`src/gsau_pkg.sv`:
```
`default_nettype none

package gsau_pkg;

  // vector geometry
  // lanes double as array columns and pipeline stages
  localparam int LANES = 4;

  // one signed lane, products and sums wrap here
  localparam int LANE_W = 16;

  // destination register number
  localparam int VDST_W = 8;

  // outstanding input instructions, acceptance to writeback
  localparam int DEST_DEPTH = 8;

  // weight row pointer, covers LANES rows
  localparam int ROW_W = 2;

  // single lane value, read as signed
  typedef logic [LANE_W-1:0] lane_t;

  // whole operand or result
  // lane 0 sits in the low bits
  typedef logic [LANES*LANE_W-1:0] vec_t;

  // destination register number
  typedef logic [VDST_W-1:0] vdst_t;

endpackage

`default_nettype wire

```
`src/gsau_fifo.sv`:
```
`timescale 1ns/1ns
`default_nettype none

module gsau_fifo #(
  parameter int WIDTH = 8,
  parameter int DEPTH = 8
) (
  input  wire logic             CLK,
  input  wire logic             nRST,
  input  wire logic             i_wr,
  input  wire logic             i_rd,
  input  wire logic [WIDTH-1:0] i_din,
  output logic      [WIDTH-1:0] o_dout,
  output logic                  o_empty,
  output logic                  o_full
);

  localparam int PTR_W = (DEPTH > 1) ? $clog2(DEPTH) : 1;
  localparam int CNT_W = $clog2(DEPTH + 1);

  // entry storage
  logic [WIDTH-1:0] mem [DEPTH];

  logic [PTR_W-1:0] wr_ptr;
  logic [PTR_W-1:0] rd_ptr;
  logic [CNT_W-1:0] count;
  logic             do_wr;
  logic             do_rd;

  // ignore writes when full and reads when empty
  assign do_wr = i_wr && !o_full;
  assign do_rd = i_rd && !o_empty;

  assign o_empty = (count == '0);
  assign o_full  = (count == CNT_W'(DEPTH));

  // first-word fall-through shows the head
  assign o_dout = mem[rd_ptr];

  always_ff @(posedge CLK) begin
    if (do_wr) begin
      mem[wr_ptr] <= i_din;
    end
  end

  // pointers wrap at DEPTH
  // depth need not be a power of two
  always_ff @(posedge CLK or negedge nRST) begin
    if (!nRST) begin
      wr_ptr <= '0;
      rd_ptr <= '0;
      count  <= '0;
    end else begin
      if (do_wr) begin
        wr_ptr <= (wr_ptr == PTR_W'(DEPTH - 1)) ? '0 : wr_ptr + 1'b1;
      end
      if (do_rd) begin
        rd_ptr <= (rd_ptr == PTR_W'(DEPTH - 1)) ? '0 : rd_ptr + 1'b1;
      end
      // read and write together leave the count alone
      if (do_wr && !do_rd) begin
        count <= count + 1'b1;
      end else if (do_rd && !do_wr) begin
        count <= count - 1'b1;
      end
    end
  end

endmodule

`default_nettype wire

```
`src/gsau_writeback.sv`:
```
`timescale 1ns/1ns
`default_nettype none

module gsau_writeback (
  input  wire logic            CLK,
  input  wire logic            nRST,
  // array result
  input  wire logic            i_out_en,
  input  wire gsau_pkg::vec_t  i_sa_array_output,
  // destination fifo head
  input  wire gsau_pkg::vdst_t i_dest_head,
  output logic                 o_dest_pop,
  // writeback buffer
  input  wire logic            i_wb_ready,
  output gsau_pkg::vec_t       o_wb_psum,
  output gsau_pkg::vdst_t      o_wb_wbdst,
  output logic                 o_wb_valid
);

  logic res_empty;
  logic xfer;

  // result queue, same depth as the destination fifo
  // outstanding inputs are capped there, so no overflow
  gsau_fifo #(
    .WIDTH ($bits(gsau_pkg::vec_t)),
    .DEPTH (gsau_pkg::DEST_DEPTH)
  ) u_res_fifo (
    .CLK    (CLK),
    .nRST   (nRST),
    .i_wr   (i_out_en),
    .i_rd   (xfer),
    .i_din  (i_sa_array_output),
    .o_dout (o_wb_psum),
    .o_empty(res_empty),
    .o_full ()
  );

  // queued result pairs with the oldest destination
  // both fifos fill in acceptance order
  assign o_wb_valid = !res_empty;
  assign o_wb_wbdst = i_dest_head;

  // transfer on the edge with ready high
  assign xfer = o_wb_valid && i_wb_ready;

  // free the destination slot with the result
  assign o_dest_pop = xfer;

endmodule

`default_nettype wire

```
`config.mk`:
```
export PLATFORM = sky130hd
export DESIGN_NAME = gsau_writeback
export DESIGN_NICKNAME = d
export VERILOG_FILES = /design/src/gsau_pkg.sv /design/src/gsau_fifo.sv /design/src/gsau_writeback.sv
export SDC_FILE = /design/constraint.sdc
export NUM_CORES = 1
export LEC_CHECK = 0
export ABC_AREA = 1
export ABC_CLOCK_PERIOD_IN_PS = 6200
export BUFFER_PORTS_ARGS = -buffer_cell sky130_fd_sc_hd__buf_2
export CAP_MARGIN = 5
export CORE_ASPECT_RATIO = 0.5
export CORE_MARGIN = 2
export CORE_UTILIZATION = 40
export CTS_CLUSTER_DIAMETER = 80
export CTS_CLUSTER_SIZE = 12
export DETAILED_ROUTE_END_ITERATION = 10
export GPL_TIMING_DRIVEN = 0
export PLACE_DENSITY = 0.58
export SYNTH_ARGS = -nofsm -noshare
export SYNTH_HDL_FRONTEND = slang
export SYNTH_SLANG_ARGS = --single-unit
```
`constraint.sdc`:
```
create_clock -name CLK -period 6.2 [get_ports CLK]
set_clock_uncertainty 0.1 [all_clocks]
set_input_delay 0.62 -clock CLK [delete_from_list [all_inputs] [get_ports CLK]]
set_output_delay 0.62 -clock CLK [all_outputs]
set_load 0.02 [all_outputs]
```
# Word level (Yosys, flattened, before mapping)
# Memory sizes are Yosys's and may differ from the RTL's.
# Index checks and enable logic that the tools add are counted.
# classes
multipliers	0
magnitude_cmp	0
shifts	0
muxes	6
n_addsub	4
bitwise	0
reduce_logical	11
div_mod_pow	0
n_eq_ne	3
# op_table
cell	count
two-way mux 4 bit	2
adder 3 x 1 -> 3 bit, second input constant	2
== test 3 bit, second input constant	2
two-way mux 3 bit	2
logical AND 1 bit	5
adder 4 x 1 -> 4 bit, second input constant	1
== test 4 bit, second input constant	1
logical NOT 1 bit	4
logical NOT 4 bit	1
subtractor 4 x 1 -> 4 bit, second input constant	1
two-way mux 1 bit	2
nonzero test 2 bit	1
# word_totals
input_bits	76
output_inout_bits	74
mem_count	1
ram_bits	512
word_cells	28
latchBits	0
rom_bits	0
regBits	10
# mem_list
memory	words	width	read_ports	rd_ports_with_merged_regs	wr	line_no	source
u_res_fifo.mem	8	64	1	0	1	gsau_fifo.sv:22	logic [WIDTH-1:0] mem [DEPTH];

# Logic depth before layout (Yosys ltp)
# depth
depth_word	7
depth_mapped	13
ltp_nobuf	13

# By module
# A second synthesis with hierarchy kept.
# unflattened
hier_cells	2309
area_unflattened_um2	22696.8
# modules_own_cells
mod	seq_area_each_um2	cells_per_inst	instances	area_each_um2
gsau_fifo	15625.0	2298	1	22622.9
gsau_writeback	0.0	11	1	73.8

# Worst setup path before layout
# OpenSTA, ideal clock, no wires.
# synth_path
path_type	input-to-reg
from	input i_out_en
to	memory u_res_fifo.mem[6][0] (netlist name) (enable)
required_ps	5535
setup_ps	565
path_stages	3
setup_slack_ps	320
path_buffers	1
t_arrival_ps	5215
cell_sequence	nand2_1 > buf_2 > nor3_1
# synth_between
elab_chain_cells	3
# synth_rtl
item	line_no	source
start: declaration	gsau_writeback.sv:8	input wire logic i_out_en,
logical AND 1 bit	gsau_fifo.sv:31	assign do_wr = i_wr && !o_full;
two-way mux 1 bit	gsau_fifo.sv:41	if (do_wr) begin
two-way mux 1 bit (not written as such)	gsau_fifo.sv:42	mem[wr_ptr] <= i_din;
end: declaration	gsau_fifo.sv:22	
# Every way passes these cells.

# Worst setup path after layout
# layout_path
from	register u_res_fifo.rd_ptr[2]
to	output o_wb_psum[40]
# layout_between
elab_chain_cells	1
# layout_rtl
item	line_no	source
start: declaration	gsau_fifo.sv:25	logic [PTR_W-1:0] rd_ptr;
start signal: assignment	gsau_fifo.sv:58	rd_ptr <= (rd_ptr == PTR_W'(DEPTH - 1)) ? '0 : rd_ptr + 1'b1;
memory read (8 x 64 bit)	-	
end: declaration	gsau_writeback.sv:15	output gsau_pkg::vec_t o_wb_psum,
# Every way passes these cells.

==> metrics.md <==
| Metric | Value |
|---|---|
| Outcome | `completed` |
| Buffers on Ports | `141` |
| Max frequency | `286 MHz` |
| Largest delay share family, worst path | `buffers and inverters` |
| Final weighted congestion in routability-driven placement | `0.769` |
| Synth top cells by count | `nand2_1, nor2_1, edfxtp_1` |
| Clock Sinks | `522` |
| Cell Chain, Critical Path | `clkbuf_1 -> clkbuf_1 -> nand2_1 -> nand2_1 -> buf_2` |
| Leak pwr | `around 12 nW` |
| Synthesis Warnings | `0` |
| Top sig layer | `met5` |
| Syn Std Cell Area | `about 23000 µm²` |
| Met1 wire length | `approximately 26000 µm` |
| Slowest Stage Delay on Critical Path | `0.75 ns` |
| Cell taking the most area after synthesis | `edfxtp_1` |
| Crit path time final | `3.49 ns` |
| GRT Residual Overflow | `0` |
| Top-count cell post-synth | `nand2_1` |
| Power per cell area | `473 nW/µm²` |
| Drt wl/cell | `17.0 µm` |
| Critical Path Source Type | `register` |
| Synth top area share | `67.8%` |
| Met3 WL | `2910 µm` |
| Yosys reg bits | `522` |
| Post-synth EDFFs | `512` |
| Clock latency on the worst-skew pair | `0.56 ns` |
| Final hold vios | `0` |
| Final worst slack | `2.71 ns` |
| Final ANT Viol Nets | `0` |
| Avg Cell Area, Syn | `9.84 µm²` |
| Critical path class | `register to output port` |
| # nets final | `2644` |
| H-tree levels | `2` |
| CP max-delay cell | `clkbuf_1` |
| Worst setup EP type | `output port` |
| First drt pass iteration count | `5` |
| Most used DFF post-synth | `edfxtp_1` |
| Setup violations, final | `0` |
| Largest net degree at the start of global routing | `14` |
| HPWL after DPL | `37800 µm` |
| Via count | `15200` |
| CTS max path bufs | `3` |
| Initial core utilization | `40.6%` |
| Placed cell count | `3264` |
| Core Region | `55800 µm²` |
| GRT Total Usage | `19.2%` |
| Total CTS buffers | `49` |
| Peak supply drop | `227 µV` |
| Die height | `172 µm` |
| Seq. cell area | `15600 µm²` |
| FP Rows | `61` |
| Largest cells by area after synthesis | `edfxtp_1, nand2_1, nor2_1` |
| Initial antenna violation count | `2` |
| First-pass GRT wire length | `84300 µm` |
| Synth-to-Final Area Change | `16.4%` |
| Slew HR | `34.8%` |
| Area occupied by multi-input gates | `5440 µm²` |
| Cell variety after synth | `20` |
| Vias per cell | `4.57` |
| Sequential area share after synthesis | `68.9%` |
| Tcrit/Tclk final | `56.4%` |
| DRC Markers | `0` |
| Pre-CTS setup slack | `~3.2 ns` |
| CTS tree | `built` |
| Synthesized Nets | `~2400` |
| DRT iter0 DRCs | `1245` |
| Root buffer cell | `clkbuf_16` |
| Met2 wire len | `26500 µm` |
| Maximum Capacitance Violations | `0` |
| Post CTS Setup Buffer Count | `0` |
| RSZ-0062 raised after global routing | `false` |
| Filler cells | `5062` |
| Vias in the first global route | `13900` |
| Asr flop ratio synth | `1.92%` |
| Die width | `341 µm` |
| Clock slew at reported path FFs | `0.06 ns` |
| DRT Wirelength | `around 57000 µm` |
| Die ar. | `58700 µm²` |
| Total power | `between 10 and 15 mW` |
| Buf/Inv on CP | `3` |
| Hold Crit Class | `primary input to register` |
| Synthesized instance count | `between 2000 and 2500` |
| Worst slew pin tran | `0.979 ns` |
| Number of max-slew violations in the final report | `0` |
| # IOs | `150` |
| Final Non-Filler Cells | `approximately 3300` |
| Final TNS setup | `0 ns` |
| Worst EP required | `roughly 5.5 ns` |
| Layout cells sized above 1 | `14.1%` |
| Critical-path maximum fanout | `10` |
| Hold_buf cts | `1` |
| CP arrival | `2.77 ns` |
| Resize count post-CTS | `0` |
cell type report:
| class | count | area share, % |
|---|---|---|
| antenna | 1 | 0.00948 |
| buffer | 107 | 2.46 |
| clock buffer | 59 | 4.95 |
| clock inverter | 2 | 0.0663 |
| inverter | 268 | 3.81 |
| multi-input combinational | 1407 | 20.6 |
| sequential | 522 | 59.2 |
| tap | 756 | 3.58 |
| timing repair buffer | 205 | 5.37 |
path summary, 6_finish.rpt:
kind                                              end  slack (ns)  cells past startpoint             startpoint
worst min-delay path            u_res_fifo.mem[1][21]        0.22                      1  i_sa_array_output[21]
max in group asynchronous        u_res_fifo.wr_ptr[1]        5.43                      2                   nRST
worst max register to register  u_res_fifo.mem[6][34]        3.39                      9    u_res_fifo.count[0]
min in group asynchronous         u_res_fifo.count[2]        0.35                      2                   nRST
worst max-delay path                    o_wb_psum[40]        2.71                      5   u_res_fifo.rd_ptr[2]
worst min register to register    u_res_fifo.count[2]        0.43                      2    u_res_fifo.count[2]
flip-flops by register name, indices dropped and copies added, names as in the netlist:
register           flops
u_res_fifo.rd_ptr      3
u_res_fifo.mem       512
u_res_fifo.wr_ptr      3
u_res_fifo.count       4
logic make-up (layout without fill, tap and decap cells):
| family | count (synthesis) | count (layout) | share of synthesized area [%] |
|---|---|---|---|
| AND/OR/NAND/NOR | 1394 | 1394 | 23.2 |
| buffers and inverters | 375 | 641 | 7.31 |
| AO/OA/AOI/OAI | 3 | 3 | 0.0662 |
| flip-flops | 522 | 522 | 68.9 |
| adder cells (fa/ha/maj) | 8 | 8 | 0.474 |
| other | 0 | 1 | 0 |
| XOR/XNOR | 2 | 2 | 0.0773 |
cells in the final DEF (no fill, tap or decap):
cell type / count
buf_4: 24
buf_2: 202
or2_2: 2
inv_2: 2
dlygate4sd3_1: 1
ha_1: 7
clkinv_4: 1
buf_8: 2
edfxtp_1: 512
o21ai_0: 2
diode_2: 1
nor3_2: 8
buf_1: 6
dfrtp_1: 10
nand2_1: 865
inv_1: 266
or2_1: 1
clkbuf_1: 15
inv_6: 1
xnor2_1: 2
nand3_1: 4
clkbuf_16: 51
fa_1: 1
nor2_1: 514
o21ai_1: 1
buf_6: 70
per-stage QoR:
step | util [%] | area (µm²) | hold WS (ns)
2_1_floorplan | - | 22700 | 0.224
3_3_place_gp | 43.6 | 24300 | 0.402
3_5_place_dp | 44.9 | 25100 | 0.411
4_1_cts | 47.3 | 26400 | 0.185
5_1_grt | 47.3 | 26400 | 0.204
6_report | 47.3 | 26400 | 0.217
where the power goes:
part	switching (mW)	internal, mW	leakage (nW)
Sequential	0.125	4.40	4.77
Combinational	3.66	1.60	6.16
Clock	1.24	1.46	0.647
layer usage:
layer	GRT usage, %	up-vias
met3	2.62	67
met2	32.0	366
met4	4.14	2
met5	0	-
met1	27.0	7124
li1	-	7634
worst register-to-register path, cell delays in order, from the launching register on:
cell,delay (ns)
dfrtp_1,0.42
nor2_1,0.09
nand3_1,0.08
nand2_1,0.10
buf_2,0.22
nor3_2,0.70
buf_6,0.26
buf_8,0.16
buf_6,0.19
buf_6,0.20
No activity file was read; power rests on OpenSTA's default activity.
