===== config.mk =====
export PLATFORM = sky130hd
export DESIGN_NAME = gsau_issue
export DESIGN_NICKNAME = d
export VERILOG_FILES = /design/src/gsau_pkg.sv /design/src/gsau_issue.sv
export SDC_FILE = /design/constraint.sdc
export NUM_CORES = 1
export LEC_CHECK = 0
export BUFFER_PORTS_ARGS = -buffer_cell sky130_fd_sc_hd__buf_2
export CAP_MARGIN = 20
export CORE_AREA = 2 2 64 66
export CTS_CLUSTER_DIAMETER = 200
export CTS_CLUSTER_SIZE = 12
export DETAILED_ROUTE_END_ITERATION = 12
export DIE_AREA = 0 0 66 68
export GPL_TIMING_DRIVEN = 0
export PLACE_DENSITY = 0.73
export SLEW_MARGIN = 5
export SYNTH_ARGS = -nofsm -noshare
export SYNTH_HDL_FRONTEND = slang
export SYNTH_SLANG_ARGS = --single-unit

===== constraint.sdc =====
create_clock -name CLK -period 1 [get_ports CLK]
set_input_delay 0.05 -clock CLK [delete_from_list [all_inputs] [get_ports CLK]]
set_output_delay 0.05 -clock CLK [all_outputs]
set_load 0.02 [all_outputs]

===== src/gsau_pkg.sv =====
`default_nettype none

package gsau_pkg;

  // vector geometry
  // lanes double as array columns and pipeline stages
  localparam int LANES = 4;

  // one signed lane, products and sums wrap here
  localparam int LANE_W = 16;

  // destination register number
  localparam int VDST_W = 8;

  // outstanding input instructions, acceptance to writeback
  localparam int DEST_DEPTH = 8;

  // weight row pointer, covers LANES rows
  localparam int ROW_W = 2;

  // single lane value, read as signed
  typedef logic [LANE_W-1:0] lane_t;

  // whole operand or result
  // lane 0 sits in the low bits
  typedef logic [LANES*LANE_W-1:0] vec_t;

  // destination register number
  typedef logic [VDST_W-1:0] vdst_t;

endpackage

`default_nettype wire


===== src/gsau_issue.sv =====
`timescale 1ns/1ns
`default_nettype none

module gsau_issue (
  input  wire logic           CLK,
  input  wire logic           nRST,
  // scoreboard instruction
  input  wire logic           i_sb_nvalid,
  input  wire gsau_pkg::vdst_t i_sb_nvdst,
  input  wire logic           i_sb_weight,
  // register file operand
  input  wire logic           i_veg_valid,
  input  wire gsau_pkg::vec_t i_veg_vdata,
  // back-pressure sources
  input  wire logic           i_dest_full,
  input  wire logic           i_busy,
  // ready levels
  output logic                o_sb_ready,
  output logic                o_veg_ready,
  // scoreboard notification
  output logic                o_sb_valid,
  output gsau_pkg::vdst_t     o_sb_vdst,
  // array side
  output gsau_pkg::vec_t      o_sa_array_in,
  output logic                o_sa_input_en,
  output logic                o_sa_weight_en,
  // destination fifo push
  output logic                o_dest_push,
  output gsau_pkg::vdst_t     o_dest_din
);

  logic accept;

  // room for another destination
  assign o_sb_ready = !i_dest_full;

  // weight loads wait for the array to drain
  // so in-flight inputs keep their weights
  assign o_veg_ready = o_sb_ready && (!i_sb_weight || !i_busy);

  // all four levels high on the edge
  assign accept = i_sb_nvalid && i_veg_valid && o_sb_ready && o_veg_ready;

  // steer operand by the weight flag
  assign o_sa_weight_en = accept && i_sb_weight;
  assign o_sa_input_en  = accept && !i_sb_weight;
  assign o_sa_array_in  = accept ? i_veg_vdata : '0;

  // only inputs hold a destination slot
  assign o_dest_push = o_sa_input_en;
  assign o_dest_din  = i_sb_nvdst;

  // notify one cycle after acceptance
  always_ff @(posedge CLK or negedge nRST) begin
    if (!nRST) begin
      o_sb_valid <= 1'b0;
    end else begin
      o_sb_valid <= accept;
    end
  end

  // capture the accepted destination for the notify pulse
  always_ff @(posedge CLK) begin
    if (accept) begin
      o_sb_vdst <= i_sb_nvdst;
    end
  end

endmodule

`default_nettype wire


-- After elaboration in Yosys (flattened, before gate mapping)
Index checks and enable logic that the tools add are counted.
W data, S select, Z words.
- register bits: 9
- output and inout port bits: 86
- muxes and demuxes: 1
- reductions and logical operators: 10
- operators by type and width (cell ; count):
    $mux W64 ; 1
    $logic_and A1 B1 Y1 ; 6
    $logic_not A1 Y1 ; 3
    $logic_or A1 B1 Y1 ; 1

-- Logic depth before layout (Yosys ltp)
Gate-level depths: netlist of the first run.
- depth after elaboration: 5
- depth in mapped cells: 4

-- Worst setup path after synthesis of the first run
OpenSTA, ideal clock, no wires.
- path kind: input-to-reg
- start: input i_busy
- end: register o_sb_vdst[0], enable pin
- data arrival time: 0.753 ns
- required time: 0.665 ns
- setup slack: -0.088 ns
- cell stages on the path: 3
- path buffers: 1
- cells stage by stage: a21oi_2 -> buf_2 -> and2_1
- cells in the longest elaborated chain, start to end: 4
- RTL lines (item ; RTL line ; RTL):
    from (decl) ; gsau_issue.sv:16 ; input wire logic i_busy,
    $logic_not A1 Y1 ; gsau_issue.sv:39 ; assign o_veg_ready = o_sb_ready && (!i_sb_weight || !i_busy);
    $logic_or A1 B1 Y1 ; gsau_issue.sv:39 ;
    $logic_and A1 B1 Y1 ; gsau_issue.sv:39 ;
    via o_veg_ready ; gsau_issue.sv:19 ; output logic o_veg_ready,
    $logic_and A1 B1 Y1 ; gsau_issue.sv:42 ; assign accept = i_sb_nvalid && i_veg_valid && o_sb_ready && o_veg_ready;
    via accept ; gsau_issue.sv:32 ; logic accept;
    to (signal assigned) ; gsau_issue.sv:65 ; o_sb_vdst <= i_sb_nvdst;
    to (decl) ; gsau_issue.sv:22 ; output gsau_pkg::vdst_t o_sb_vdst,
The timed path passes the listed nets, and every way through them passes these cells.
A chain may end at the register's enable or synchronous reset.

-- Worst setup path after layout of the first run
- start: input i_busy
- end: output o_sa_array_in[25]
- cells in the longest elaborated chain, start to end: 5
- RTL lines (item ; RTL line ; RTL):
    $logic_not A1 Y1 ; gsau_issue.sv:39 ;
    $logic_or A1 B1 Y1 ; gsau_issue.sv:39 ;
    $logic_and A1 B1 Y1 ; gsau_issue.sv:39 ;
    $logic_and A1 B1 Y1 ; gsau_issue.sv:42 ;
    $mux W64 ; gsau_issue.sv:47 ; assign o_sa_array_in = accept ? i_veg_vdata : '0;
    to (decl) ; gsau_issue.sv:24 ; output gsau_pkg::vec_t o_sa_array_in,
No other way between the ends.

==> summary.txt, run 1 <==
Place
  – Port bufs: between 150 and 200
  – Pre-CTS setup slack: -163 ps
  – DP Cell Count: approximately 320
  – Post-DP HPWL: ~3100 µm
  – GP Congestion: between 0.7 and 0.8

Synthesis
  – Number of enable flip-flop cells after synthesis: 8
  – Synth top cells by count: 64 x and3_1, 9 x buf_4, 8 x buf_6, 8 x edfxtp_1, 3 x clkbuf_2
  – Top_reg_cell synth: edfxtp_1
  – Syn_nets: 182
  – Cell with the most instances after synthesis: and3_1
  – Synth warn: 0
  – Number of library cell types mapped by synthesis: 15
  – Yosys top cell area share: 0.446
  – Yosys reg bits: 9
  – Dominant cells by area after synthesis: and3_1 45%, edfxtp_1 27%, buf_6 10%, buf_4 7.5%, dfrtp_1 2.8%
  – Sequential element share of the synthesized area: 0.296
  – Synthesized cell area: ~900 µm²
  – Synthesized area per cell: about 8.7 µm²
  – Yosys top cell by area: and3_1
  – Mapped Cells: between 100 and 150
  – FFs w/ async S/R, synth: 0.111

Timing
  – FMAX: 1010 MHz
  – RSZ-0062 raised after global routing: yes
  – Slew Limit Fails: 0
  – Fin Hold WS: 7.82 ps
  – Actual slew at the worst max-slew pin: 280 ps
  – Slew Limit Headroom: 0.812
  – Final Hold Vio Count: 0
  – Tmin final: 991 ps
  – # setup viols final: 0
  – Period utilization: 0.991
  – Final setup margin: about 8.9 ps

Drt
  – DRT iter0 DRCs: between 40 and 50
  – Drt pass-1 iters: 4
  – Detailed-route via count: ~1500
  – Post-detailed-routing wire length: 4250 µm
  – Vias/cell: around 4.5
  – Average routed wire per standard cell: 13.0 µm
  – Detail Route Antenna Nets: 0
  – DRC errors left: 0

Floorplan
  – CORE AREA: ~3900 µm²
  – I/O pin total: 165
  – Die ar.: 4490 µm²
  – Initial Util: 0.233
  – Die Width: between 60 and 70 µm
  – Chip Height: 68 µm
  – Row count: 23

Clocking
  – Root Buffer Master: clkbuf_8
  – CTS tree: built
  – H-tree depth: 1
  – Clock transition at the registers of the reported paths: 40 ps
  – Clock Path Buffers: 2
  – Clock sinks: 9
  – Num CTS Buffers: 3

Setup path
  – Crit path cell chain: buf_6, a21oi_4, buf_6, buf_6, and3_1, buf_6
  – Setup CP Type: in -> out
  – CP Capture Type: output pin
  – Crit path largest cell delay: approximately 190 ps
  – WP data arrival: about 940 ps
  – Worst path required time: 950 ps
  – Crit-path most repeated cell: buf_6
  – Slowest cell on crit path: and3_1
  – Startpoint Class: primary input
  – Crit path max fanout: 10

Power
  – Cell leakage power: between 1 and 1.5 nW
  – Worst ir drop on vdd: between 0.4 and 0.5 mV
  – Pwr Density: ~700 nW/µm²

Final layout
  – Final std cells w/o fill: ~330
  – Multi-input logic area: between 500 and 600 µm²
  – FILL cells: 365
  – Reg area: ~270 µm²
  – Area growth, synth to finish: 142%
  – Antenna cells: 0
  – Post-layout util: 0.563
  – Layout cells sized above 1: 0.750
  – Final nets: 356

Global routing
  – Tot GR Track Use: 0.142
  – GR Overflow Total: 0
  – Global-route wire length before repair: 5160 µm
  – Vias in the first global route: roughly 1300
  – Initial antenna violation count: 0
  – Largest net degree at the start of global routing: 11

Outcome
  – Status: finished, final reports clean

Worst hold path
  – Worst hold path type: in -> reg

Run
  – Max cap viols: 0
## worst max-delay path: cells and delay by family
kind	cells	cell delay, ps
buf+inv	4	530
simple gates	1	190
compound gates	1	180
## sequential cells by signal (all words and copies together), names as in the netlist
register	count
o_sb_valid	1
o_sb_vdst	8
## worst paths after layout
check	startpoint	end	cells after the start
worst max-delay path	i_busy	o_sa_array_in[25]	6
worst min-delay path	i_sb_nvdst[1]	o_sb_vdst[1]$_DFFE_PP_	1
max in group asynchronous	nRST	o_sb_valid$_DFF_PN0_	2
min in group asynchronous	nRST	o_sb_valid$_DFF_PN0_	2
## through the flow
| stage | setup TNS (ps) | total power, mW | area (µm²) |
|---|---|---|---|
| 2_1_floorplan | 0 | 0.745 | 900 |
| 3_3_place_gp | -1710 | 1.00 | 1780 |
| 3_5_place_dp | -2030 | 1.01 | 1780 |
| 4_1_cts | 0 | 1.46 | 1910 |
| 5_1_grt | -154 | 1.61 | 2170 |
| 6_report | 0 | 1.52 | 2170 |
## per-layer routing
layer  GRT usage  wire length [µm]  vias up
met2       0.307              2370       92
met3      0.0214               330       10
met5           0                 0        -
met1       0.145              1460      641
li1            -                 -      709
met4      0.0204                93        0
## repair_timing
item / 4_1_cts / 5_1_grt
gates resized for setup: 20 / 80
buffers inserted: 1 / 0
endpoints found under the setup margin: 48 / 61
pin swaps: 1 / 4
cloned: 1 / 2
endpoints found under the hold margin: 1 / 0
hold buffers: 1 / 0
## power by group
group	total (mW)	internal, mW	switching, mW	leakage [nW]
Clock	0.413	0.277	0.136	0.0228
Combinational	0.679	0.350	0.328	1.30
Sequential	0.432	0.428	0.00354	0.0867
## kinds of logic (layout without fill, tap and decap cells)
| logic type | count (synthesis) | after routing | synth area share |
|---|---|---|---|
| DFF | 9 | 9 | 0.296 |
| buffers and inverters | 24 | 197 | 0.212 |
| and+or+nand+nor | 69 | 69 | 0.483 |
| AOI/OAI and AO/OA | 1 | 1 | 0.00976 |
## placed cells by master (no fill, tap or decap), drive strengths merged
master       Yosys  layout
a21oi            1       1
inv              1       1
and3            64      64
dlygate4sd3      0       1
dfrtp            1       1
nand2            1       1
nor3             1       1
buf             19     190
clkbuf           4       5
and2             2       2
edfxtp           8       8
nor4b            1       1
## cell type report
cell class / instances / share of cell area
repair buffers: 169 / 0.499
multi-input cells: 70 / 0.231
flip-flops and latches: 9 / 0.122
plain buffers: 23 / 0.0968
well taps: 50 / 0.0288
clock buffers: 4 / 0.0207
inverters: 1 / 0.00173
Power figures use the tool's default switching activity.
==> run 2: changes to the inputs <==
--- a/config.mk
+++ b/config.mk
@@ -15,4 +15,5 @@
 export GPL_TIMING_DRIVEN = 0
 export PLACE_DENSITY = 0.73
+export REMOVE_ABC_BUFFERS = 1
 export SLEW_MARGIN = 5
 export SYNTH_ARGS = -nofsm -noshare
==> constraint.sdc (replaced) <==
create_clock -name CLK -period 1 [get_ports CLK]
set_input_delay 0.2 -clock CLK [delete_from_list [all_inputs] [get_ports CLK]]
set_output_delay 0.2 -clock CLK [all_outputs]
set_load 0.02 [all_outputs]
==> summary.txt, run 2 (synthesis results as in run 1) <==
Setup path
  – Crit path largest cell delay: roughly 260 ps
  – Delay-heaviest family, CP: buffers and inverters
  – CP Capture Type: output pin
  – Startpoint Class: primary input
  – Worst Path Buf+Inv: 3
  – WP data arrival: 1030 ps
  – Worst path required time: ~800 ps
  – Crit path cell chain: buf_12, buf_8, a21oi_4, and3_4, buf_6
  – Setup CP Type: in -> out
  – Slowest cell on crit path: a21oi_4
  – Crit path max fanout: 8

Outcome
  – Status: finished with violations
  – Failing checks: setup timing

Power
  – Worst ir drop on vdd: between 0.2 and 0.3 mV
  – Cell leakage power: about 1.4 nW
  – Pwr Density: 673 nW/µm²

Place
  – GP Congestion: roughly 0.69
  – Port bufs: approximately 160
  – Pre-CTS setup slack: -701 ps

Final layout
  – Max reg flops: 8
  – Layout cells sized above 1: 0.795
  – Area growth, synth to finish: 164%
  – Final nets: between 300 and 400
  – Post-layout util: 0.614
  – Largest register by flop count: o_sb_vdst
  – Antenna cells: 0
  – Commonest cells after routing, fill and taps aside: 92 x buf_2, 48 x buf_6, 42 x and3_1, 22 x and3_4, 22 x buf_4
  – Largest registers: o_sb_vdst: 8 flops, o_sb_valid: 1 flops
  – Most common cell after layout, fill and taps aside: buf_2

Timing
  – Setup TNS: -13430 ps
  – Slew Limit Headroom: 0.830
  – # setup viols final: 67
  – FMAX: 810 MHz
  – Actual slew at the worst max-slew pin: roughly 250 ps
  – Tmin final: approximately 1200 ps
  – Fin Hold WS: approximately 160 ps
  – Final Hold Vio Count: 0
  – Final setup margin: -234 ps
  – Period utilization: 1.23
  – RSZ-0062 raised after global routing: yes
  – Slew Limit Fails: 0

Clocking
  – Num CTS Buffers: 3
  – H-tree depth: 1
  – CTS tree: built
  – Root Buffer Master: clkbuf_8
  – Clock Path Buffers: 2
  – Clock transition at the registers of the reported paths: about 50 ps
  – Clock sinks: 9

Floorplan
  – Die ar.: 4490 µm²
  – Chip Height: ~68 µm
  – CORE AREA: roughly 3900 µm²
  – Die Width: roughly 66 µm
  – I/O pin total: between 150 and 200
  – Row count: 23
  – Initial Util: 0.233

Global routing
  – Tot GR Track Use: 0.180
  – Global-route wire length before repair: approximately 6200 µm
  – Vias in the first global route: approximately 1300
  – Largest net degree at the start of global routing: 34
  – Initial antenna violation count: 0
  – GR Overflow Total: 0

Drt
  – Detailed-route via count: 1463
  – DRC errors left: 0
  – Drt pass-1 iters: 4
  – Wl on met1: between 1500 and 2000 µm
  – Detail Route Antenna Nets: 0
  – Post-detailed-routing wire length: a little under 5000 µm
  – Vias/cell: approximately 4.7
  – Top layer in use: met4
  – Met2 Routed Length: around 2600 µm
  – Average routed wire per standard cell: around 16 µm
  – DRT iter0 DRCs: 37
  – Met3 WL: 395 µm

Worst hold path
  – Worst hold path type: in -> reg

Run
  – Max cap viols: 0
==> run 2: stage by stage <==
step / std cells / total power, mW / instance area [µm²]
CTS: 312 / 1.54 / 2180
global placement: 294 / 0.916 / 1590
global route: 313 / 1.67 / 2370
floorplan: 80 / 0.642 / 711
finish: 313 / 1.59 / 2370
detailed placement: 295 / 0.945 / 1630
==> run 2: layout make-up <==
class                   count  area [µm²]
multi-input cells          78         671
clock buffers               4        45.0
flip-flops and latches      9         265
repair buffers            171        1320
well taps                  50        62.6
inverters                   1        3.75
fillers                   333        1490
==> run 2: final timing paths <==
kind / start / end / slack [ps] / cells past startpoint
worst max-delay path: i_sb_weight / o_sa_array_in[58] / -230 / 5
worst min-delay path: i_sb_nvdst[5] / o_sb_vdst[5]$_DFFE_PP_ / 160 / 1
max in group asynchronous: nRST / o_sb_valid$_DFF_PN0_ / 640 / 2
min in group asynchronous: nRST / o_sb_valid$_DFF_PN0_ / 280 / 2
==> run 2: power breakdown <==
group          leakage, nW  internal [mW]  switching, mW
sequential          0.0867          0.428        0.00276
clock               0.0228          0.277          0.138
combinational         1.25          0.375          0.372
total                 1.36           1.08          0.513
==> run 2: layer usage <==
metal / global-route usage / vias to the layer above
met1: 0.203 / 674
met5: 0 / -
met3: 0.0181 / 2
li1: - / 694
met2: 0.357 / 93
met4: 0.0536 / 0
==> run 2: repair_timing <==
| item | CTS | global route |
|---|---|---|
| setup endpoints to repair | 75 | 76 |
| hold buffers | 1 | 0 |
| endpoints found under the hold margin | 1 | 0 |
| gates cloned | 7 | 2 |
| buffers inserted | 5 | 2 |
| pin swaps | 20 | 11 |
| resized for setup | 120 | 57 |
==> run 3: changes to the inputs <==
RECOVER_POWER = 50   (was not set)
==> summary.txt, run 3 (synthesis results as in run 1) <==
Power
  – Logic pwr share: 0.467
  – Worst ir drop on vdd: approximately 0.27 mV
  – Cell leakage power: 1.32 nW
  – Pwr Density: between 600 and 700 nW/µm²
  – Clock power frac: 0.262
  – Flop pwr share: 0.271
  – Power Internal: ~1.1 mW
  – Switch share: 0.324
  – P_sw: around 0.5 mW
  – Final total power: 1.59 mW

Drt
  – Detailed-route via count: approximately 1500
  – Vias/cell: roughly 4.7
  – Post-detailed-routing wire length: roughly 4900 µm
  – Detail Route Antenna Nets: 0
  – Drt pass-1 iters: 4
  – Average routed wire per standard cell: around 16 µm
  – DRC errors left: 0
  – DRT iter0 DRCs: 46

Final layout
  – Most common cell after layout, fill and taps aside: buf_2
  – Final nets: roughly 340
  – Commonest cells after routing, fill and taps aside: 80 x buf_2, 48 x buf_6, 42 x and3_1, 22 x and3_4, 22 x buf_4
  – Layout cells sized above 1: 0.749
  – Largest register by flop count: o_sb_vdst
  – Area growth, synth to finish: 162%
  – Antenna cells: 0
  – Post-layout util: 0.610
  – Largest registers: o_sb_vdst: 8 flops, o_sb_valid: 1 flops
  – FILL cells: about 350
  – Post-layout instance area: 2350 µm²
  – Max reg flops: 8
  – Final std cells w/o fill: 313

Worst hold path
  – Worst hold path type: in -> reg
  – Hold Path Origin: i_sb_nvdst[5]
  – Hold path cells: 1

Place
  – Post-DP Area: approximately 1600 µm²
  – Pre-CTS setup slack: -701 ps
  – Port bufs: 164
  – GP Congestion: between 0.6 and 0.7
  – DP Cell Count: 295

Floorplan
  – I/O pin total: around 170
  – Initial Util: 0.233
  – Die ar.: around 4500 µm²
  – Chip Height: between 60 and 70 µm
  – CORE AREA: 3860 µm²
  – Die Width: roughly 66 µm
  – Row count: 23

Timing
  – Fin Hold WS: about 160 ps
  – Tmin final: 1240 ps
  – FMAX: 807 MHz
  – Final Hold Vio Count: 0
  – Slew Limit Fails: 0
  – Final setup margin: -239 ps
  – Slew Limit Headroom: 0.830
  – # setup viols final: 67
  – RSZ-0062 raised after global routing: yes
  – Setup TNS: -13420 ps
  – Actual slew at the worst max-slew pin: ~250 ps
  – Period utilization: 1.24

Setup path
  – WP data arrival: approximately 1000 ps
  – Crit path max fanout: 18
  – CP Capture Type: output pin
  – Startpoint Class: primary input
  – Worst path required time: 800 ps
  – Worst setup path start: i_busy
  – Setup CP Type: in -> out

Clocking
  – Clock transition at the registers of the reported paths: 50 ps
  – H-tree depth: 1
  – Root Buffer Master: clkbuf_8
  – CTS tree: built
  – Clock sinks: 9
  – Clock Path Buffers: 2
  – Num CTS Buffers: 3

Global routing
  – Initial antenna violation count: 0
  – Tot GR Track Use: 0.180
  – Global-route wire length before repair: 6190 µm
  – Largest net degree at the start of global routing: 34
  – GR Overflow Total: 0
  – Vias in the first global route: 1335

Outcome
  – Failing checks: setup timing
  – Status: finished with violations

Run
  – Max cap viols: 0
## run 3: cell count changes in the layout (fill, tap and decap cells not counted), sizes merged
cell / before / now
buf: 170 / 158
clkbuf: 4 / 16
## run 3: layout make-up
class,instances,area [µm²],share of cell area
Sequential cell,9,265,0.113
Timing Repair Buffer,171,1310,0.555
Tap cell,50,62.6,0.0266
Multi-Input combinational cell,78,671,0.285
Inverter,1,3.75,0.00159
Clock buffer,4,45.0,0.0191
## run 3: final timing paths
path,end
setup / recovery,o_sa_array_in[36]
max in group asynchronous,o_sb_valid$_DFF_PN0_
hold / removal,o_sb_vdst[5]$_DFFE_PP_
min in group asynchronous,o_sb_valid$_DFF_PN0_
## run 3: critical path, cell delays in order
cell and delay (ps):
buf_12 120, a21oi_4 190, buf_8 180, and3_1 210, buf_6 130
## run 3: power groups by stage
stage | clock, mW | sequential, mW | combinational, mW
after floorplan | 0 | 0.459 | 0.183
after global placement | 0 | 0.437 | 0.478
after detailed placement | 0 | 0.437 | 0.507
after CTS | 0.419 | 0.431 | 0.690
after global routing | 0.452 | 0.431 | 0.783
final | 0.416 | 0.431 | 0.741
## run 3: repair_timing
item / CTS / global route
hold endpoints to repair: 1 / 0
pin swaps: 20 / 11
buffers inserted: 5 / 2
resized for setup: 120 / 57
setup endpoints to repair: 75 / 76
gates cloned: 7 / 2
hold buffers: 1 / 0
## run 3: layer usage
metal / wire (µm) / vias to the layer above / GRT usage
li1: - / 694 / -
met1: 1900 / 673 / 0.203
met2: 2620 / 93 / 0.357
met3: 401 / 2 / 0.0181
met4: 21 / 0 / 0.0536
met5: 0 / - / 0
