**src/gsau_fifo.sv**
```systemverilog
`timescale 1ns/1ns
`default_nettype none

module gsau_fifo #(
  parameter int WIDTH = 8,
  parameter int DEPTH = 8
) (
  input  wire logic             CLK,
  input  wire logic             nRST,
  input  wire logic             i_wr,
  input  wire logic             i_rd,
  input  wire logic [WIDTH-1:0] i_din,
  output logic      [WIDTH-1:0] o_dout,
  output logic                  o_empty,
  output logic                  o_full
);

  localparam int PTR_W = (DEPTH > 1) ? $clog2(DEPTH) : 1;
  localparam int CNT_W = $clog2(DEPTH + 1);

  // entry storage
  logic [WIDTH-1:0] mem [DEPTH];

  logic [PTR_W-1:0] wr_ptr;
  logic [PTR_W-1:0] rd_ptr;
  logic [CNT_W-1:0] count;
  logic             do_wr;
  logic             do_rd;

  // ignore writes when full and reads when empty
  assign do_wr = i_wr && !o_full;
  assign do_rd = i_rd && !o_empty;

  assign o_empty = (count == '0);
  assign o_full  = (count == CNT_W'(DEPTH));

  // first-word fall-through shows the head
  assign o_dout = mem[rd_ptr];

  always_ff @(posedge CLK) begin
    if (do_wr) begin
      mem[wr_ptr] <= i_din;
    end
  end

  // pointers wrap at DEPTH
  // depth need not be a power of two
  always_ff @(posedge CLK or negedge nRST) begin
    if (!nRST) begin
      wr_ptr <= '0;
      rd_ptr <= '0;
      count  <= '0;
    end else begin
      if (do_wr) begin
        wr_ptr <= (wr_ptr == PTR_W'(DEPTH - 1)) ? '0 : wr_ptr + 1'b1;
      end
      if (do_rd) begin
        rd_ptr <= (rd_ptr == PTR_W'(DEPTH - 1)) ? '0 : rd_ptr + 1'b1;
      end
      // read and write together leave the count alone
      if (do_wr && !do_rd) begin
        count <= count + 1'b1;
      end else if (do_rd && !do_wr) begin
        count <= count - 1'b1;
      end
    end
  end

endmodule

`default_nettype wire

```
**config.mk**
```make
export PLATFORM = sky130hd
export DESIGN_NAME = gsau_fifo
export DESIGN_NICKNAME = d
export VERILOG_FILES = /design/src/gsau_fifo.sv
export SDC_FILE = /design/constraint.sdc
export NUM_CORES = 1
export LEC_CHECK = 0
export BUFFER_PORTS_ARGS = -buffer_cell sky130_fd_sc_hd__buf_4
export CAP_MARGIN = 20
export CORE_ASPECT_RATIO = 1.5
export CORE_MARGIN = 1
export CORE_UTILIZATION = 30
export CTS_CLUSTER_DIAMETER = 150
export DETAILED_ROUTE_END_ITERATION = 10
export HOLD_SLACK_MARGIN = 0.03
export PLACE_DENSITY = 0.54
export RECOVER_POWER = 50
export SYNTH_ARGS = -nofsm -noshare
export SYNTH_HDL_FRONTEND = slang
export SYNTH_SLANG_ARGS = --single-unit
```
**constraint.sdc**
```tcl
create_clock -name CLK -period 8.2 [get_ports CLK]
set_clock_uncertainty 0.1 [all_clocks]
set_input_delay 0.41 -clock CLK [delete_from_list [all_inputs] [get_ports CLK]]
set_output_delay 0.41 -clock CLK [all_outputs]
set_load 0.05 [all_outputs]
```
### Word level (Yosys, flattened, before mapping)

Memories as Yosys holds them, arrays and structs flattened.
Cells that the tools add are included.

* $add $sub $neg: 4
* equality and inequality tests: 3
* mux-type cells: 6
* reductions and logical operators: 10

Operators by type and width (count)
* 2-to-1 mux 4 bit: 2
* adder 3 x 1 -> 3 bit (second input constant): 2
* == test 3 bit (second input constant): 2
* 2-to-1 mux 3 bit: 2
* adder 4 x 1 -> 4 bit (second input constant): 1
* == test 4 bit (second input constant): 1
* logical AND 1 bit: 4
* logical NOT 1 bit: 4
* logical NOT 4 bit: 1
* subtractor 4 x 1 -> 4 bit (second input constant): 1
* 2-to-1 mux 1 bit: 2
* nonzero test 2 bit: 1

* bits in registers: 10
* bits in writable memories: 64
* bits of input ports: 12
* output and inout port bits: 10
* word-level logic and storage cells: 27
* memories kept: 1

Memory list
* mem: depth 8, width 8, rd ports 1, clocked after Yosys merged registers in 0, write ports 1, RTL line 22 `logic [WIDTH-1:0] mem [DEPTH];`

### Logic depth before layout (Yosys ltp)

Gate-level depths: netlist of the first run.

* depth in word-level cells: 7
* depth in mapped cells: 9

### Least setup slack after synthesis of the first run

OpenSTA, ideal clock, no wires.

* kind: register to register
* start: register count[0]
* end: register count[3]
* setup time: 0.131 ns
* arrival: 2.553 ns
* required time: 7.969 ns
* path slack: 5.416 ns
* cell stages (with the launch flop): 10
* buffers on the path: 0
* clock period less this slack: 2.784 ns
* cells stage by stage: dfrtp_1 -> or4b_4 -> nand2_8 -> inv_1 -> ha_1 -> inv_1 -> ha_1 -> or4_1 -> o211ai_1 -> o211ai_1

* cells in the longest elaborated chain, start to end: 6
* elaborated cells between the ends (all ways): 15

Ends and longest elaborated chain
* from (decl): RTL line 26 `logic [CNT_W-1:0] count;`
* from (signal assigned): RTL line 62 `count <= count + 1'b1;`
* from (signal assigned): RTL line 64 `count <= count - 1'b1;`
* == test 4 bit (*): RTL line 35 `assign o_full = (count == CNT_W'(DEPTH));`
* logical NOT 1 bit (*): RTL line 31 `assign do_wr = i_wr && !o_full;`
* logical AND 1 bit (*): RTL line 31
* named net do_wr: RTL line 27 `logic do_wr;`
* logical NOT 1 bit: RTL line 63 `end else if (do_rd && !do_wr) begin`
* logical AND 1 bit: RTL line 63
* nonzero test 2 bit (no line)

Mark *: on every way through the listed nets, which the timed path passes. The rest lies on a longest branch. The select of a mux whose other input is x is not followed.
A chain may end at the register's enable or synchronous reset.

### Worst setup path after layout of the first run

Ends and elaborated chain as after synthesis.

==> summary.txt, run 1 <==
Route
  – Starting DRC count in detailed routing: 72
  – Remaining antenna violation count: 0
  – Routed WL: 5674 um
  – Drt drc: 0
  – WL/cell: 16.99 um
  – Vias/cell: 4.539
  – Via count: 1,516
  – Drt first pass iters: 4

CTS
  – Clock-pin slew on the worst setup and hold paths: 60 ps
  – CTS buffer count: 9
  – Root buf cell: clkbuf_16
  – CTS tree: built
  – Clock Path Buffers: 2
  – CTS Sinks: 74
  – Clock Latency Late Sink: 330 ps
  – H-Tree Depth: 3
  – Post-CTS Setup Bufs: 0

Job
  – # Max-Cap Violations: 0

Floorplan
  – Num ports: 22
  – Core area: 10,190 um2
  – Die area: 10,960 um2
  – Die H: 127.7 um
  – Initial Util: 31.03%
  – Std cell rows: 45
  – Die width: approximately 86 um

Cells and area
  – Number of nets in the layout: 208
  – Synth-to-Final Area Change: 18.72%
  – Share of cells above drive strength 1: 31.09%
  – Ant diodes: 0

Global routing
  – Vias in the first global route: between 1,500 and 2,000
  – GRT Resource Usage Total: a little under an eighth
  – GR Overflow Total: 0
  – Largest net degree at the start of global routing: 20
  – First-pass GRT wire length: 9170 um
  – Initial antenna violation count: 0

Worst setup path
  – Peak fanout along the critical path: 8
  – Crit start category: register
  – CP required: 8300 ps
  – Setup crit end kind: register
  – CP arrival: roughly 3400 ps
  – Setup CP Type: register to register

STA
  – # setup viols final: 0
  – Period minus WS final: around 3200 ps
  – Setup_tns: 0 ps
  – Pins over their slew limit: 0
  – Crit share post-route: 39.62%
  – Final Hold Viols: 0
  – RSZ-0062 raised after global routing: false
  – Slew @ Worst Pin: 970.4 ps
  – Worst hold slack: between 300 and 400 ps
  – Relative slew slack: 35.07%
  – Highest clock rate: 307.8 MHz

Logic synthesis
  – Prevailing post-synth register cell: edfxtp_1
  – Syn nets: 179
  – Largest area contributor in the netlist: edfxtp_1
  – Most common cell in the netlist: edfxtp_1
  – Synth warn: 0
  – Synth cell types: 34
  – Largest cells by area after synthesis: edfxtp_1 (61%), mux4_2 (11%), dfrtp_1 (7.9%), mux2_4 (5.2%), ha_1 (2.8%)
  – Sequential share of the synthesized area: 68.70%
  – Flops & latches, synth: 74
  – Mean Syn Cell Area: 19.89 um2
  – Asr flop ratio synth: 13.51%
  – Yosys top cell area share: 60.78%
  – Post-synthesis cell count: 159
  – Synth Cell Area: 3162 um2
  – Post-synth EDFFs: between 60 and 70
  – Top post-synthesis cells by count: edfxtp_1 (64), mux4_2 (15), mux2_4 (11), dfrtp_1 (10), ha_1 (7)

Min path
  – Hold WC Path Type: input pin to register

Pwr
  – IR drop worst, VDD: 0.1591 mV
  – Pwr per Cell Area: 404.5 nW/um2
  – P_leak: 0.001301 uW

Place
  – GPL Wtd Cong: 0.7102
  – Port bufs: 21

Status
  – Outcome: complete, no violations
[power by group]
group	leakage [uW]	internal [uW]	switching, uW
Sequential	0.000700	486	85.9
Combinational	0.000444	251	292
Clock	0.000156	263	140
[metrics by stage]
| step | std cells | setup slack [ps] | area (um2) | power (uW) | util [%] |
|---|---|---|---|---|---|
| floorplan | 159 | 5416 | 3162 | 1009 | - |
| global placement | 317 | 5283 | 3492 | 1143 | 34.27 |
| detailed placement | 317 | 5240 | 3492 | 1148 | 34.27 |
| CTS | 334 | 5218 | 3811 | 1554 | 37.40 |
| global route | 334 | 4789 | 3754 | 1600 | 36.83 |
| finish | 334 | 4951 | 3754 | 1518 | 36.83 |
[registers in the layout, summed over array words and instances (netlist names)]
register / count
mem: 64
wr_ptr: 3
count: 4
rd_ptr: 3
[cell type report]
type                       count  area, um2
fill                         936       6437
sequential                    74       2172
multi-input combinational     76      935.9
clock buffer                   9      225.2
tap                          141      176.4
timing repair buffer          24      148.9
clock inverter                 7      83.83
inverter                       3      11.26
[logic make-up (layout without fill, tap and decap cells)]
group                    Yosys count  count (layout)  share of synthesized area [%]
adder cells (fa/ha/maj)            8               8                          3.403
AND/OR/NAND/NOR                   27              27                          5.105
multiplexers                      30              30                          17.77
AO/OA/AOI/OAI                      9               9                          2.572
flip-flops                        74              74                          68.70
buffers and inverters              9              43                          1.899
XOR/XNOR                           2               2                         0.5541
[worst paths after layout]
kind | from | to | slack, ps | cells past startpoint
setup / recovery | count[0]$_DFFE_PN0P_ | count[3]$_DFFE_PN0P_ | 4950 | 9
hold / removal | i_rd | rd_ptr[1]$_DFFE_PN0P_ | 320 | 3
setup reg to reg | count[0]$_DFFE_PN0P_ | count[3]$_DFFE_PN0P_ | 4950 | 9
hold reg to reg | count[2]$_DFFE_PN0P_ | count[2]$_DFFE_PN0P_ | 520 | 2
max in group asynchronous | nRST | wr_ptr[0]$_DFFE_PN0P_ | 7080 | 2
min in group asynchronous | nRST | count[0]$_DFFE_PN0P_ | 510 | 2
[timing repair]
| action | in CTS | in global routing |
|---|---|---|
| endpoints found under the hold margin | 10 | 0 |
| hold buffers | 1 | 0 |
| resized for setup | 0 | 0 |
[metal layers]
| layer | vias to the layer above | track usage (%) | wire (um) |
|---|---|---|---|
| li1 | 703 | - | - |
| met1 | 782 | 13.32 | 2358 |
| met2 | 24 | 20.85 | 3089 |
| met3 | 7 | 2.769 | 120 |
| met4 | 0 | 5.588 | 106 |
| met5 | - | 0 | 0 |
[cell usage in the layout (no fill, tap or decap), drive strengths merged, types with 4 or more instances in the layout]
cell    synthesis  routed
dfrtp          10      10
clkbuf          1      18
buf             5      14
nand2           5       5
clkinv          0       5
ha              7       7
nor3            6       6
mux2           13      13
nor2            4       4
edfxtp         64      64
mux4           16      16
[critical path, cell delays in order, from the launching register on]
cell and delay, ps:
dfrtp_1 490, or4b_1 610, nand2_1 360, inv_1 100, ha_1 260, inv_1 150, ha_1 300, or4_1 520
o211ai_1 110, o211ai_1 100
(Power assumes the default switching activity.)
==> run 2, diff against run 1 <==
Settings changed: ABC_AREA set to 1, PLACE_DENSITY 0.54 to 0.56.
Clock period 8.2 ns to 2.9 ns, I/O delays scaled along.
==> summary.txt, run 2 <==
Route
  – Drt first pass iters: 4
  – Remaining antenna violation count: 0
  – Detail Route met2 WL: roughly 3500 um
  – Highest metal used: met4
  – Routed WL: 6794 um
  – Vias/cell: 4.401
  – Metal-1 WL: 2837 um
  – Drt drc: 0
  – Starting DRC count in detailed routing: 169
  – Met3 wire len: 263 um
  – Via count: 2,174
  – WL/cell: ~14 um

Worst setup path
  – CP required: 3020 ps
  – Setup crit end kind: register
  – CP arrival: 2470 ps
  – Peak fanout along the critical path: 7
  – CP peak stage delay: 450 ps
  – Crit-path leading delay family: simple AND/OR/NAND/NOR gates
  – Setup CP Type: register to register
  – Crit start category: register
  – Most used cell, CP: nand2_1
  – Worst Path Buf+Inv: 2
  – CP max-delay cell: dfrtp_1
  – CP cell instances: nor2_1 -> nand3_1 -> nand2_2 -> inv_2 -> ha_1 -> inv_1 -> ha_1 -> or2_2 -> nand2_1 -> nand2_1 -> nand3_1 -> nand2_1

Floorplan
  – Std cell rows: 46
  – Initial Util: between 30% and 40%
  – Die width: roughly 87 um
  – Core area: 10,590 um2
  – Num ports: 22
  – Die area: 11,330 um2
  – Die H: 129.9 um

Pwr
  – Internal power: approximately 2600 uW
  – IR drop worst, VDD: 0.5529 mV
  – Sequential Power Share: 34.2%
  – P_leak: ~0.0016 uW
  – Clk pwr share: 24.3%
  – Logic pwr share: between 40% and 50%
  – Pwr per Cell Area: 1108 nW/um2
  – Sw power: 1769 uW
  – Sw frac: 40.62%

Cells and area
  – Most common cell after layout, fill and taps aside: nand2_1
  – Ant diodes: 0
  – Share of cells above drive strength 1: between 10% and 20%
  – Max reg flops: 64
  – Most frequent cells in the layout: nand2_1 (117), edfxtp_1 (64), nor2_1 (26)
  – Number of nets in the layout: around 370
  – Biggest register: mem
  – Final Non-Filler Cells: 494
  – Synth-to-Final Area Change: 20.24%
  – Largest registers: mem: 64 flops, count: 4 flops

Logic synthesis
  – Yosys top cell area share: 58.78%
  – Flops & latches, synth: 74
  – Largest cells by area after synthesis: edfxtp_1 (59%), nand2_1 (13%), dfrtp_1 (7.7%), o21ai_0 (3.2%), nor2_1 (2.9%)
  – Post-synth EDFFs: 64
  – Synth cell types: 23
  – Synth warn: 0
  – Top post-synthesis cells by count: nand2_1 (117), edfxtp_1 (64), nor2_1 (25), o21ai_0 (21), o21ai_1 (17)
  – Sequential share of the synthesized area: ~66%
  – Largest area contributor in the netlist: edfxtp_1
  – Prevailing post-synth register cell: edfxtp_1
  – Post-synthesis cell count: 302
  – Asr flop ratio synth: 13.51%
  – Syn nets: approximately 320
  – Most common cell in the netlist: nand2_1
  – Mean Syn Cell Area: 10.83 um2
  – Synth Cell Area: between 3000 and 4000 um2

Min path
  – Hold WC Path Type: input pin to register

STA
  – RSZ-0062 raised after global routing: false
  – Slew @ Worst Pin: ~640 ps
  – Relative slew slack: 57.24%
  – Pins over their slew limit: 0
  – Final Hold Viols: 0
  – # setup viols final: 0
  – Period minus WS final: 2350 ps
  – Crit share post-route: 81.05%
  – Highest clock rate: 425.5 MHz
  – Setup_tns: 0 ps

CTS
  – Cts repair resizes: 0
  – H-Tree Depth: 3
  – Clock Latency Late Sink: 330 ps
  – Clock-pin slew on the worst setup and hold paths: 60 ps
  – CTS tree: built
  – CTS buffer count: 9
  – Root buf cell: clkbuf_16
  – Clock Path Buffers: 2
  – CTS Sinks: 74

Global routing
  – Largest net degree at the start of global routing: 34
  – Initial antenna violation count: 0
  – GRT Resource Usage Total: 13.71%
  – Vias in the first global route: about 2,200
  – GR Overflow Total: 0
  – First-pass GRT wire length: 11,090 um

Place
  – GPL Wtd Cong: 0.7707
  – Dpl cells: around 470
  – Dpl hpwl: 4517 um
  – Port bufs: 21

Job
  – # Max-Cap Violations: 0

Status
  – Outcome: complete, no violations
[run 2: worst paths after layout]
path,startpoint,endpoint,slack (ps),cells after the start
min reg2reg,count[2]$_DFFE_PN0P_,count[2]$_DFFE_PN0P_,430,2
max,count[0]$_DFFE_PN0P_,count[3]$_DFFE_PN0P_,550,12
max reg2reg,count[0]$_DFFE_PN0P_,count[3]$_DFFE_PN0P_,550,12
max in group asynchronous,nRST,wr_ptr[1]$_DFFE_PN0P_,2090,2
min in group asynchronous,nRST,count[1]$_DFFE_PN0P_,220,2
min,i_wr,wr_ptr[0]$_DFFE_PN0P_,40,4
[run 2: cell type report]
type	count	area (um2)
Clock buffer	10	229.0
Clock inverter	6	57.56
Fill cell	1059	6659
Inverter	15	68.82
Multi-Input combinational cell	202	913.4
Sequential cell	74	2172
Tap cell	144	180.2
Timing Repair Buffer	43	310.3
[run 2: what timing repair did]
item                                   CTS  global route
setup buffers                            0             0
hold buffers                            10             0
endpoints found under the hold margin   75             0
setup endpoints to repair                0             0
[run 2: metal layers]
metal  GRT usage, %  vias up
met3          3.036       10
met1          15.40     1034
met4          7.232        0
met5              0        -
met2          24.13       35
li1               -     1095
[run 2: power by group through the flow]
stage / sequential [uW] / combinational, uW / clock, uW
after CTS: 1500 / 1850 / 1080
final: 1490 / 1810 / 1060
after global placement: 1510 / 1790 / 0
after global routing: 1510 / 2030 / 1130
after floorplan: 1460 / 1430 / 0
after detailed placement: 1520 / 1830 / 0
[run 2: kinds of logic (layout without fill, tap and decap cells)]
| kind of cell | Yosys count | after routing | share of synthesized area (%) |
|---|---|---|---|
| AND/OR/NAND/NOR | 153 | 153 | 18.37 |
| flip-flops | 74 | 74 | 66.44 |
| AO/OA/AOI/OAI | 39 | 39 | 5.970 |
| buffers and inverters | 26 | 74 | 5.396 |
| adder cells (fa/ha/maj) | 8 | 8 | 3.291 |
| XOR/XNOR | 2 | 2 | 0.5359 |
[run 2: worst reg2reg max path, stage by stage (launching register included)]
cell and delay, ps:
dfrtp_1 450, nor2_1 180, nand3_1 140, nand2_2 110
inv_2 70, ha_1 220, inv_1 130, ha_1 290
or2_2 310, nand2_1 70, nand2_1 50, nand3_1 70
nand2_1 50
[run 2: per-stage QoR]
step                hold slack, ps  total power [uW]  setup slack [ps]  instance area (um2)  utilization (%)
detailed placement          -112.0              3343             606.9                 3590            33.90
floorplan                   -250.6              2889             794.1                 3269                -
global placement            -113.8              3305             684.6                 3590            33.90
finish                       44.14              4355             549.6                 3931            37.12
CTS                          38.04              4422             557.2                 3976            37.55
global route                 49.25              4668             348.4                 3931            37.12
==> run 3, diff against run 2 <==
Settings changed: ABC_AREA 1 to 0, PLACE_DENSITY 0.56 to 0.54.
Clock period 2.9 ns to 2.2 ns, I/O delays scaled along.
==> summary.txt, run 3 (synthesis gave the netlist of run 1 again) <==
Floorplan
  – Die H: 127.7 um
  – Initial Util: 31.03%
  – Std cell rows: 45
  – Core area: 10,190 um2
  – Die area: 10,960 um2
  – Die width: 85.82 um
  – Num ports: 22

Route
  – Drt first pass iters: 4
  – Remaining antenna violation count: 0
  – WL/cell: 15.91 um
  – Vias/cell: 4.466
  – Starting DRC count in detailed routing: just over 50
  – Routed WL: ~5800 um
  – Drt drc: 0
  – Via count: 1,639

Status
  – Outcome: finished with violations
  – Violated checks: setup timing

Global routing
  – First-pass GRT wire length: between 9000 and 10,000 um
  – Grt peak-use layer: met2
  – GR Util met2: 20.66%
  – GRT Resource Usage Total: roughly 12%
  – Vias in the first global route: 1,702
  – M3 GR Usage: ~2.4%
  – Largest net degree at the start of global routing: 19
  – GR Overflow Total: 0
  – Initial antenna violation count: 0
  – Grt met1 use: 14.35%

CTS
  – CTS buffer count: 9
  – CTS Sinks: 74
  – Clock Latency Late Sink: 330 ps
  – Clock Path Buffers: 2
  – Root buf cell: clkbuf_16
  – CTS tree: built
  – H-Tree Depth: 3
  – Clock-pin slew on the worst setup and hold paths: 50 ps

STA
  – # setup viols final: 2
  – Slew @ Worst Pin: 692.7 ps
  – Highest clock rate: about 420 MHz
  – Slack of the critical path: -177.4 ps
  – Crit share post-route: 108.1%
  – Final Hold Viols: 0
  – RSZ-0062 raised after global routing: true
  – Relative slew slack: 53.82%
  – Period minus WS final: 2377 ps
  – Pins over their slew limit: 0

Place
  – GPL Wtd Cong: 0.6883
  – Port bufs: 21
  – Dpl hpwl: around 3700 um
  – Post-Place Worst Slack: -212.4 ps

Worst setup path
  – Peak fanout along the critical path: 2
  – Crit Reg-Reg Startpoint: count[2]$_DFFE_PN0P_
  – Flop2flop setup slack: -180 ps
  – R2r endpoint: count[3]$_DFFE_PN0P_
  – Crit start category: register
  – CP required: ~2300 ps
  – Setup CP Type: register to register
  – R2R cell count: 9
  – Setup crit end kind: register
  – CP arrival: 2490 ps

Cells and area
  – Layout filler cell count: 932
  – Area of the multi-input gates: 1005 um2
  – FF/Latch Area: ~2200 um2
  – Most common cell after layout, fill and taps aside: edfxtp_1
  – Final Util: 41.50%
  – Number of nets in the layout: 241
  – Share of cells above drive strength 1: between 40% and 50%
  – Largest registers: mem: 64 flops, count: 4 flops
  – Max reg flops: 64
  – Biggest register: mem
  – Ant diodes: 0
  – Most frequent cells in the layout: edfxtp_1 (64), buf_4 (26), mux4_2 (16)
  – Synth-to-Final Area Change: 33.76%

Job
  – # Max-Cap Violations: 0

Pwr
  – P_leak: 0.001500 uW
  – Pwr per Cell Area: 1535 nW/um2
  – IR drop worst, VDD: 0.6673 mV

Min path
  – Hold WC Path Type: input pin to asynchronous set/reset pin
[run 3: cell count changes in the layout (fill, tap and decap cells not counted), sizes merged, moves of 13 or more]
cell   before  now
nand2     120    5
nor2       26    4
mux2        0   13
mux4        0   16
o21ai      38    2
buf        23   37
[run 3: how the worst max path moves through the flow]
stage               slack [ps]                   end  cells past startpoint                 start
finish                    -180  count[3]$_DFFE_PN0P_                      9  count[2]$_DFFE_PN0P_
global route              -270  count[3]$_DFFE_PN0P_                      9  count[2]$_DFFE_PN0P_
CTS                       -200  count[3]$_DFFE_PN0P_                      9  count[1]$_DFFE_PN0P_
detailed placement        -210  count[3]$_DFFE_PN0P_                      9  count[0]$_DFFE_PN0P_
global placement          -180  count[3]$_DFFE_PN0P_                      9  count[0]$_DFFE_PN0P_
floorplan                 -310  count[3]$_DFFE_PN0P_                      9  count[2]$_DFFE_PN0P_
[run 3: repair_timing]
item / 4_1_cts / 5_1_grt
resized for setup: 14 / 11
hold buffers: 9 / 0
cloned: 2 / 0
endpoints found under the setup margin: 12 / 22
pin swaps: 6 / 1
hold endpoints to repair: 74 / 0
setup buffers: 3 / 1
[run 3: critical path, stage by stage (launching register included)]
cell and delay, ps:
dfrtp_2 390, or4b_4 580, nand2_8 90, inv_4 30, ha_4 150, inv_4 60
ha_4 190, or4_1 460, o211ai_1 100, o211ai_1 100
[run 3: layout make-up]
type	instances	share of cell area, %
clock inverters	6	3.047
flip-flops and latches	74	51.48
well taps	141	4.172
inverters	3	0.3846
clock buffers	10	5.414
repair buffers	57	11.75
multi-input cells	76	23.76
[run 3: per-layer routing]
layer  up-vias  wire, um
li1        770         -
met1       832      2400
met2        27      3089
met3        10       162
met4         0       185
met5         -         0
[run 3: report_power, final]
part           total [uW]  switching (uW)  internal [uW]  leakage (uW)
Combinational        2740            1360           1380      0.000629
Clock                1740             525           1220      0.000174
Sequential           2010             189           1820      0.000696
[run 3: per-stage QoR]
stage | hold slack, ps | power (uW) | instances | setup TNS [ps] | instance area, um2
5_1_grt | 220.1 | 6820 | 367 | -508.7 | 4229
6_report | 184.5 | 6490 | 367 | -320.5 | 4229
2_1_floorplan | -285.6 | 3803 | 159 | -429.3 | 3196
3_5_place_dp | -147.0 | 4494 | 336 | -352.3 | 3657
3_3_place_gp | -143.8 | 4479 | 336 | -304.4 | 3657
4_1_cts | 33.24 | 6532 | 366 | -401.4 | 4228
